### config.mk
export PLATFORM = sky130hd
export DESIGN_NAME = trigger_links
export DESIGN_NICKNAME = d
export VERILOG_FILES = /design/src/hdl/trigger_link_pkg.sv /design/src/hdl/trigger_links.sv /design/src/hdl/link_serializer.sv /design/src/hdl/link_framer.sv /design/src/hdl/link_startup.sv /design/src/hdl/cluster_capture.sv
export VERILOG_INCLUDE_DIRS = /design/src /design/src/hdl
export SDC_FILE = /design/constraint.sdc
export NUM_CORES = 1
export LEC_CHECK = 0
export CORE_UTILIZATION = 45
export CTS_CLUSTER_DIAMETER = 40
export CTS_CLUSTER_SIZE = 24
export DETAILED_ROUTE_END_ITERATION = 16
export DONT_BUFFER_PORTS = 1
export HOLD_SLACK_MARGIN = 0.15
export PLACE_DENSITY_LB_ADDON = 0.3
export SYNTH_ARGS = -nofsm -noshare
export SYNTH_HDL_FRONTEND = slang
export SYNTH_HIERARCHICAL = 1
export SYNTH_SLANG_ARGS = --single-unit
### constraint.sdc
create_clock -name clk_80 -period 6.2 [get_ports clk_80]
set_input_delay 1.24 -clock clk_80 [delete_from_list [all_inputs] [get_ports clk_80]]
set_output_delay 1.24 -clock clk_80 [all_outputs]
set_load 0.005 [all_outputs]
### src/hdl/trigger_link_defines.svh
`ifndef TRIGGER_LINK_DEFINES_SVH
`define TRIGGER_LINK_DEFINES_SVH

// ------------------------------------------------------------
// Link geometry
// ------------------------------------------------------------
`define TRG_NUM_CLUSTERS   8    // Clusters per BX
`define TRG_NUM_LINKS      4    // Output links
`define TRG_STARTUP_CYCLES 16   // Idle cycles after reset
`define TRG_MIRROR_LINKS   1    // Links 2 and 3 repeat links 0 and 1

// ------------------------------------------------------------
// 8b10b character codes
// ------------------------------------------------------------
`define TRG_K28_5 8'hBC         // Comma, idle marker
`define TRG_K28_0 8'h1C         // BC0 marker
`define TRG_K23_7 8'hF7         // Overflow marker
`define TRG_K28_7 8'hFC         // 128-BX latency marker
`define TRG_D16_2 8'h50         // Idle filler data

`endif
### src/hdl/trigger_link_pkg.sv
`default_nettype none

`include "trigger_link_defines.svh"

package trigger_link_pkg;

  // One strip cluster
  typedef struct packed {
    logic [2:0]  size;          // Cluster width
    logic [10:0] addr;          // Strip address
  } cluster_t;

  // All clusters of one BX, cluster 0 in the low bits
  typedef cluster_t [`TRG_NUM_CLUSTERS-1:0] cluster_bx_t;

  // Frame marker characters
  typedef enum logic [7:0] {
    marker_idle = `TRG_K28_5,
    marker_bc0  = `TRG_K28_0,
    marker_ovf  = `TRG_K23_7,
    marker_lat  = `TRG_K28_7
  } link_marker_e;

  // 64-bit link frame
  typedef struct packed {
    link_marker_e marker;       // Leading K character
    logic [55:0]  payload;      // Four clusters
  } link_frame_t;

  // Transceiver parallel word
  typedef struct packed {
    logic [31:0] data;
    logic [3:0]  is_k;          // One flag per byte, top byte first
  } link_word_t;

  // Serializer word phase
  typedef enum logic [1:0] {
    ser_idle,
    ser_high,
    ser_low
  } ser_state_e;

endpackage

`default_nettype wire

### src/hdl/trigger_links.sv
`default_nettype none

`include "trigger_link_defines.svh"

module trigger_links (
  input  wire logic                                       clk_80,
  input  wire logic                                       reset,
  input  wire logic                                       bx_strobe,
  input  wire trigger_link_pkg::cluster_bx_t              clusters,
  input  wire logic                                       ttc_bx0,
  input  wire logic                                       overflow,
  input  wire logic [6:0]                                 bxn_low,
  output logic [`TRG_NUM_CLUSTERS-1:0]                    valid_clusters,
  output logic                                            valid_clusters_or,
  output logic                                            link_ready,
  output trigger_link_pkg::link_word_t [`TRG_NUM_LINKS-1:0] tx_words,
  output logic                                            tx_frame_start
);

  // ------------------------------------------------------------
  // Stage signals
  // ------------------------------------------------------------
  trigger_link_pkg::cluster_bx_t clusters_q;
  logic                          capture_valid;
  logic                          bx0_q;
  logic                          overflow_q;
  logic [6:0]                    bxn_low_q;
  trigger_link_pkg::link_frame_t frame_r;
  trigger_link_pkg::link_frame_t frame_l;
  logic                          frame_valid;

  cluster_capture u_capture (
    .clk_80            (clk_80),
    .reset             (reset),
    .bx_strobe         (bx_strobe),
    .clusters          (clusters),
    .ttc_bx0           (ttc_bx0),
    .overflow          (overflow),
    .bxn_low           (bxn_low),
    .clusters_q        (clusters_q),
    .capture_valid     (capture_valid),     // T+1
    .bx0_q             (bx0_q),
    .overflow_q        (overflow_q),
    .bxn_low_q         (bxn_low_q),
    .valid_clusters    (valid_clusters),
    .valid_clusters_or (valid_clusters_or)
  );

  link_startup u_startup (
    .clk_80     (clk_80),
    .reset      (reset),
    .link_ready (link_ready)
  );

  link_framer u_framer (
    .clk_80        (clk_80),
    .reset         (reset),
    .clusters_q    (clusters_q),
    .capture_valid (capture_valid),
    .bx0_q         (bx0_q),
    .overflow_q    (overflow_q),
    .bxn_low_q     (bxn_low_q),
    .frame_r       (frame_r),
    .frame_l       (frame_l),
    .frame_valid   (frame_valid)           // T+2
  );

  link_serializer u_serializer (
    .clk_80         (clk_80),
    .reset          (reset),
    .frame_r        (frame_r),
    .frame_l        (frame_l),
    .frame_valid    (frame_valid),
    .link_ready     (link_ready),
    .tx_words       (tx_words),
    .tx_frame_start (tx_frame_start)       // T+3
  );

endmodule

`default_nettype wire

### src/hdl/link_serializer.sv
`default_nettype none

`include "trigger_link_defines.svh"

module link_serializer (
  input  wire logic                                       clk_80,
  input  wire logic                                       reset,
  input  wire trigger_link_pkg::link_frame_t              frame_r,
  input  wire trigger_link_pkg::link_frame_t              frame_l,
  input  wire logic                                       frame_valid,
  input  wire logic                                       link_ready,
  output trigger_link_pkg::link_word_t [`TRG_NUM_LINKS-1:0] tx_words,
  output logic                                            tx_frame_start
);

  localparam trigger_link_pkg::link_word_t IDLE_WORD = '{
    data: {`TRG_K28_5, `TRG_D16_2, `TRG_K28_5, `TRG_D16_2},
    is_k: 4'b1010
  };

  trigger_link_pkg::ser_state_e  ser_state;
  trigger_link_pkg::ser_state_e  ser_state_next;
  trigger_link_pkg::link_frame_t hold_r;
  trigger_link_pkg::link_frame_t hold_l;
  trigger_link_pkg::link_word_t  word_r;
  trigger_link_pkg::link_word_t  word_l;
  logic                          accept;

  // Half of a frame as one transceiver word
  function automatic trigger_link_pkg::link_word_t frame_word(
    input trigger_link_pkg::link_frame_t frame,
    input logic                          low_half
  );
    trigger_link_pkg::link_word_t word;
    if (low_half) begin
      word.data = frame.payload[31:0];
      word.is_k = 4'b0000;
    end else begin
      word.data = {frame.marker, frame.payload[55:32]};
      word.is_k = 4'b1000;                         // Marker byte only
    end
    return word;
  endfunction

  // ------------------------------------------------------------
  // Word phase FSM
  // ------------------------------------------------------------
  assign accept = frame_valid && link_ready;       // Dropped during startup

  always_comb begin
    case (ser_state)
      trigger_link_pkg::ser_high: ser_state_next = trigger_link_pkg::ser_low;
      trigger_link_pkg::ser_low,
      trigger_link_pkg::ser_idle: begin
        ser_state_next = accept ? trigger_link_pkg::ser_high : trigger_link_pkg::ser_idle;
      end
      default: ser_state_next = trigger_link_pkg::ser_idle;
    endcase
  end

  always_ff @(posedge clk_80) begin
    if (reset) begin
      ser_state <= trigger_link_pkg::ser_idle;
    end else begin
      ser_state <= ser_state_next;
    end
  end

  always_ff @(posedge clk_80) begin
    if (accept) begin
      hold_r <= frame_r;
      hold_l <= frame_l;
    end
  end

  always_comb begin
    case (ser_state)
      trigger_link_pkg::ser_high: begin
        word_r = frame_word(hold_r, 1'b0);
        word_l = frame_word(hold_l, 1'b0);
      end
      trigger_link_pkg::ser_low: begin
        word_r = frame_word(hold_r, 1'b1);
        word_l = frame_word(hold_l, 1'b1);
      end
      default: begin
        word_r = IDLE_WORD;
        word_l = IDLE_WORD;
      end
    endcase
  end

  assign tx_frame_start = (ser_state == trigger_link_pkg::ser_high);

  // Even links carry the right frame, odd links the left
  for (genvar i = 0; i < `TRG_NUM_LINKS; i++) begin : g_link
    if (i < 2 || `TRG_MIRROR_LINKS) begin : g_data
      assign tx_words[i] = (i % 2 == 0) ? word_r : word_l;
    end else begin : g_fill
      assign tx_words[i] = IDLE_WORD;
    end
  end

  // A frame must open with its marker character on both primary links
  a_start_is_k: assert property (
    @(posedge clk_80) disable iff (reset)
    tx_frame_start |-> (tx_words[0].is_k == 4'b1000) && (tx_words[1].is_k == 4'b1000)
  ) else $error("frame start without marker K flag");

endmodule

`default_nettype wire

### src/hdl/link_framer.sv
`default_nettype none

`include "trigger_link_defines.svh"

module link_framer (
  input  wire logic                          clk_80,
  input  wire logic                          reset,
  input  wire trigger_link_pkg::cluster_bx_t clusters_q,
  input  wire logic                          capture_valid,
  input  wire logic                          bx0_q,
  input  wire logic                          overflow_q,
  input  wire logic [6:0]                    bxn_low_q,
  output trigger_link_pkg::link_frame_t      frame_r,
  output trigger_link_pkg::link_frame_t      frame_l,
  output logic                               frame_valid
);

  localparam int HALF = `TRG_NUM_CLUSTERS / 2;

  trigger_link_pkg::link_marker_e marker_next;

  // ------------------------------------------------------------
  // Marker priority
  // ------------------------------------------------------------
  always_comb begin
    if (bx0_q) begin
      marker_next = trigger_link_pkg::marker_bc0;      // Orbit start
    end else if (overflow_q) begin
      marker_next = trigger_link_pkg::marker_ovf;      // Clusters were dropped
    end else if (bxn_low_q == 7'd0) begin
      marker_next = trigger_link_pkg::marker_lat;      // Every 128 BX
    end else begin
      marker_next = trigger_link_pkg::marker_idle;
    end
  end

  always_ff @(posedge clk_80) begin
    if (reset) begin
      frame_valid <= 1'b0;
    end else begin
      frame_valid <= capture_valid;
    end
  end

  // Right link gets clusters 0-3 and left link gets 4-7
  always_ff @(posedge clk_80) begin
    if (capture_valid) begin
      frame_r.marker  <= marker_next;
      frame_r.payload <= clusters_q[HALF-1:0];
      frame_l.marker  <= marker_next;
      frame_l.payload <= clusters_q[`TRG_NUM_CLUSTERS-1:HALF];
    end
  end

  // Fixed one-cycle framing stage keeps total latency at three
  a_frame_latency: assert property (
    @(posedge clk_80) disable iff (reset)
    capture_valid |=> frame_valid
  ) else $error("frame_valid missing after capture_valid");

  a_frame_source: assert property (
    @(posedge clk_80) disable iff (reset)
    frame_valid |-> $past(capture_valid)
  ) else $error("frame_valid without capture_valid");

endmodule

`default_nettype wire

### src/hdl/link_startup.sv
`default_nettype none

`include "trigger_link_defines.svh"

module link_startup (
  input  wire logic clk_80,
  input  wire logic reset,
  output logic      link_ready
);

  localparam int CNT_W = $clog2(`TRG_STARTUP_CYCLES + 1);

  logic [CNT_W-1:0] startup_cnt;

  // Saturating count of cycles since reset
  always_ff @(posedge clk_80) begin
    if (reset) begin
      startup_cnt <= '0;
    end else if (!link_ready) begin
      startup_cnt <= startup_cnt + 1'b1;
    end
  end

  assign link_ready = (startup_cnt == CNT_W'(`TRG_STARTUP_CYCLES));  // Stays up once reached

  // Only reset may take the links back to idle
  a_ready_sticky: assert property (
    @(posedge clk_80) link_ready && !reset |=> link_ready
  ) else $error("link_ready fell without reset");

endmodule

`default_nettype wire

### src/hdl/cluster_capture.sv
`default_nettype none

`include "trigger_link_defines.svh"

module cluster_capture (
  input  wire logic                         clk_80,
  input  wire logic                         reset,
  input  wire logic                         bx_strobe,
  input  wire trigger_link_pkg::cluster_bx_t clusters,
  input  wire logic                         ttc_bx0,
  input  wire logic                         overflow,
  input  wire logic [6:0]                   bxn_low,
  output trigger_link_pkg::cluster_bx_t     clusters_q,
  output logic                              capture_valid,
  output logic                              bx0_q,
  output logic                              overflow_q,
  output logic [6:0]                        bxn_low_q,
  output logic [`TRG_NUM_CLUSTERS-1:0]      valid_clusters,
  output logic                              valid_clusters_or
);

  logic [`TRG_NUM_CLUSTERS-1:0] valid_next;

  // Address 11x in bits 10..9 marks an empty slot
  always_comb begin
    for (int i = 0; i < `TRG_NUM_CLUSTERS; i++) begin
      valid_next[i] = (clusters[i].addr[10:9] != 2'b11);
    end
  end

  // ------------------------------------------------------------
  // Control state
  // ------------------------------------------------------------
  always_ff @(posedge clk_80) begin
    if (reset) begin
      capture_valid     <= 1'b0;
      valid_clusters    <= '0;
      valid_clusters_or <= 1'b0;
    end else begin
      capture_valid <= bx_strobe;           // One-cycle pulse
      if (bx_strobe) begin
        valid_clusters    <= valid_next;    // Held until next strobe
        valid_clusters_or <= |valid_next;
      end
    end
  end

  // BX payload
  always_ff @(posedge clk_80) begin
    if (bx_strobe) begin
      clusters_q <= clusters;
      bx0_q      <= ttc_bx0;
      overflow_q <= overflow;
      bxn_low_q  <= bxn_low;
    end
  end

  // Downstream frames take two cycles each on the link
  a_strobe_spacing: assert property (
    @(posedge clk_80) disable iff (reset) bx_strobe |=> !bx_strobe
  ) else $error("bx_strobe in adjacent cycles");

endmodule

`default_nettype wire

==> results.md <==
- Initial antenna violation count: 1
- Data arrival time of the worst path: around 2.7 ns
- # Post-CTS Setup Buffers: 0
- Clock transition at path regs: 0.07 ns
- Wirelength per Cell: around 21 um
- ANT nets after route: 0
- Syn_area_per_cell: ~20 um^2
- Synthesized area: between 10000 and 15000 um^2
- CTS H-Tree Depth: 2
- Total number of yosys warnings: 6
- Worst reg2reg path endpoint: u_serializer/ser_state[0]
- Hold_buf cts: 0
- Port Buffers: 0
- Register area share after synthesis: 0.8448
- DP HPWL: approximately 13 mm
- CTS max path bufs: 3
- Cts repair resizes: 0
- I/O pin total: 279
- Outcome: complete, no violations
- Worst reg2reg path startpoint: u_startup/startup_cnt[0]
- Critical Path Sink: tx_words[91]
- Clock root buffer: clkbuf_16
- FF-to-FF path depth: 6
- GR met2 Demand/Resource: 0.2264
- Most frequent cells in the layout: 365 x edfxtp_1, 49 x clkbuf_16, 48 x nor2_1
- Worst path max stage delay: 0.52 ns
- Hold path depth: 0
- Multi-input gate area in the final layout: approximately 1200 um^2
- Met1 Use GR: 0.1714
- Most common cell after layout, fill and taps aside: edfxtp_1
- Critical Path RT: about 5 ns
- Post-synth ARST share: 0
- Final wirelength: roughly 21 mm
- GRT Residual Overflow: 0
- First DRT Iteration DRCs: 324
- WP depth: 5
- TritonCTS clock tree: done
- Fin Setup TNS: 0 ns
- Met3 Usage GRT: 0.04768
- Slowest CP cell: inv_2
- Top cell type's share of synthesized area: 0.8179
- Synth top area cells: edfxtp_1 82%, buf_4 5.3%, dfxtp_1 2.7%
- Crit-path cells: inv_1 > ha_1 > inv_2 > buf_4 > a221o_1
- Primary FF master, synth: edfxtp_1
- Rows: 62
- Largest net degree at the start of global routing: about 140
- Kind of critical path: flip-flop to output pin
- Hold Vio Cnt, Final: 0
- Total power: a little under 6 mW
- Vias: about 5.3k
- Crit end category: output pin
- RSZ-0062 raised after global routing: false
- Clk_lat worst skew: 0.54 ns
- Worst Setup Start Kind: flip-flop
- Max_cap viols: 0
- Max_slew headroom: 0.2100
- Fin util: 0.5084
- Die Footprint: approximately 30000 um^2
- Cell Pwr Density: approximately 400 nW/um^2
- Final nets: roughly 740
- Overall global routing resource usage: 0.1391
- GRT Max-Usage Layer: met2
- Global-route wire length before repair: between 30 and 40 mm
- Vias in the first global route: approximately 5.4k
- Min cycle time layout: 3.909 ns
- Inserted Clock Buffers: 46
- Crit share post-route: 0.6305
- Reg2reg setup slack: 2.48 ns
- Routability cong.: between 0.7 and 0.8
- Worst min path class: flip-flop to flip-flop
- Number of synthesized register bits: between 300 and 400
- Lkg Pwr: ~4.7 nW
- Worst Path Max Fanout: 35
- Layout cells sized above 1: 0.1585
- Drt first pass iters: 4
- Die X-Extent: between 150 and 200 um
- Die Y: roughly 170 um
- Crit path max-delay family: buffers and inverters
- Core footprint: roughly 29000 um^2
- Via density per instance: just over 5
- Final Max Slew Viols: 0
- Seq. cell area: about 11000 um^2
- Setup Skew: between 0.02 and 0.025 ns
- Fmax: 0.2558 GHz
- Final-layout fill cell count: 2312
- CP startpoint: u_serializer/ser_state[0]
- Syn Inst Count: about 670
- Cell taking the most area after synthesis: edfxtp_1
- Sink Count: approximately 380
- Area Growth Syn to Fin: 10.07%
- DR DRC count: 0
- Netlist cell types: 37
- Post-synth EDFFs: 365
- VDD IR-drop max: approximately 0.00025 V
- Final setup violation count: 0
- Initial Util: 0.4619
- Crit path buf inv count: 3
- Least-Margin Pin Slew: 1.169 ns
==> flip-flops by register name, summed over array words and instances, names as in the netlist <==
name and flops:
u_capture/valid_clusters_or 1, u_serializer/ser_state 2, u_framer/frame_l 60, u_framer/frame_r 56, u_capture/valid_clusters 8, u_capture/overflow_q 1, u_framer/frame_valid 1, u_serializer/hold_l 64
u_capture/bx0_q 1, u_startup/startup_cnt 5, u_capture/clusters_q 112, u_capture/capture_valid 1, u_capture/bxn_low_q 7, u_serializer/hold_r 64
==> metal layers <==
layer,part of all wire,vias up
li1,-,2402
met1,0.40,2632
met2,0.49,228
met3,0.083,49
met4,0.025,0
met5,0,-
==> power by group <==
part	leakage (nW)	switching [mW]	internal (mW)	total [mW]
registers	3.57	0.0449	2.99	3.03
logic	0.348	0.0186	0.0106	0.0292
clock network	0.793	1.14	1.60	2.74
==> final cells by class <==
cell class,instances,area share
clock inverters,36,0.02833
clock buffers,49,0.08314
flip-flops and latches,383,0.7678
well taps,384,0.03258
inverters,8,0.002036
repair buffers,3,0.001527
multi-input cells,171,0.08441
diodes,1,0.0001697
==> logic make-up (layout without fill, tap and decap cells) <==
| kind of cell | after synthesis | after routing | synth area share |
|---|---|---|---|
| buffers and inverters | 123 | 96 | 0.06713 |
| DFF | 383 | 383 | 0.8448 |
| muxes | 3 | 3 | 0.002707 |
| AOI/OAI and AO/OA | 77 | 77 | 0.05257 |
| adders and majority gates | 7 | 7 | 0.006536 |
| xor gates and xnor gates | 1 | 1 | 0.0006537 |
| other | 2 | 13 | 0.0005604 |
| and+or+nand+nor | 71 | 71 | 0.02502 |
==> metrics by stage <==
stage | setup slack (ns) | instances | hold WS, ns | cell area (um^2)
floorplan | 1.795 | 677 | 0.4003 | 13440
CTS | 2.214 | 1034 | 0.4107 | 14750
global route | 2.077 | 1034 | 0.4127 | 14750
global placement | 2.670 | 949 | 0.4009 | 13100
finish | 2.291 | 1035 | 0.4103 | 14750
detailed placement | 2.402 | 949 | 0.4045 | 13100
==> worst min path at each step <==
stage,start,slack (ns),end
floorplan,u_capture/clusters_q[56],0.40,u_framer/frame_l[0]
global placement,u_capture/clusters_q[65],0.40,u_framer/frame_l[9]
detailed placement,u_capture/clusters_q[86],0.40,u_framer/frame_l[30]
CTS,u_capture/clusters_q[106],0.41,u_framer/frame_l[50]
global route,u_capture/clusters_q[101],0.41,u_framer/frame_l[45]
finish,u_capture/clusters_q[106],0.41,u_framer/frame_l[50]
==> Yosys cell counts, types with 2 or more instances <==
| master | instances |
|---|---|
| edfxtp_1 | 365 |
| buf_4 | 95 |
| nor2_1 | 48 |
| a22oi_1 | 36 |
| a221o_1 | 28 |
| dfxtp_1 | 18 |
| buf_2 | 10 |
| a311oi_2 | 8 |
| buf_6 | 7 |
| ha_1 | 7 |
| inv_1 | 7 |
| nor2b_1 | 5 |
| nand4_1 | 3 |
| a21oi_1 | 2 |
| clkbuf_1 | 2 |
| conb_1 | 2 |
| nand2b_1 | 2 |
| nor3_1 | 2 |
| or4_1 | 2 |
Power figures use the tool's default switching activity.
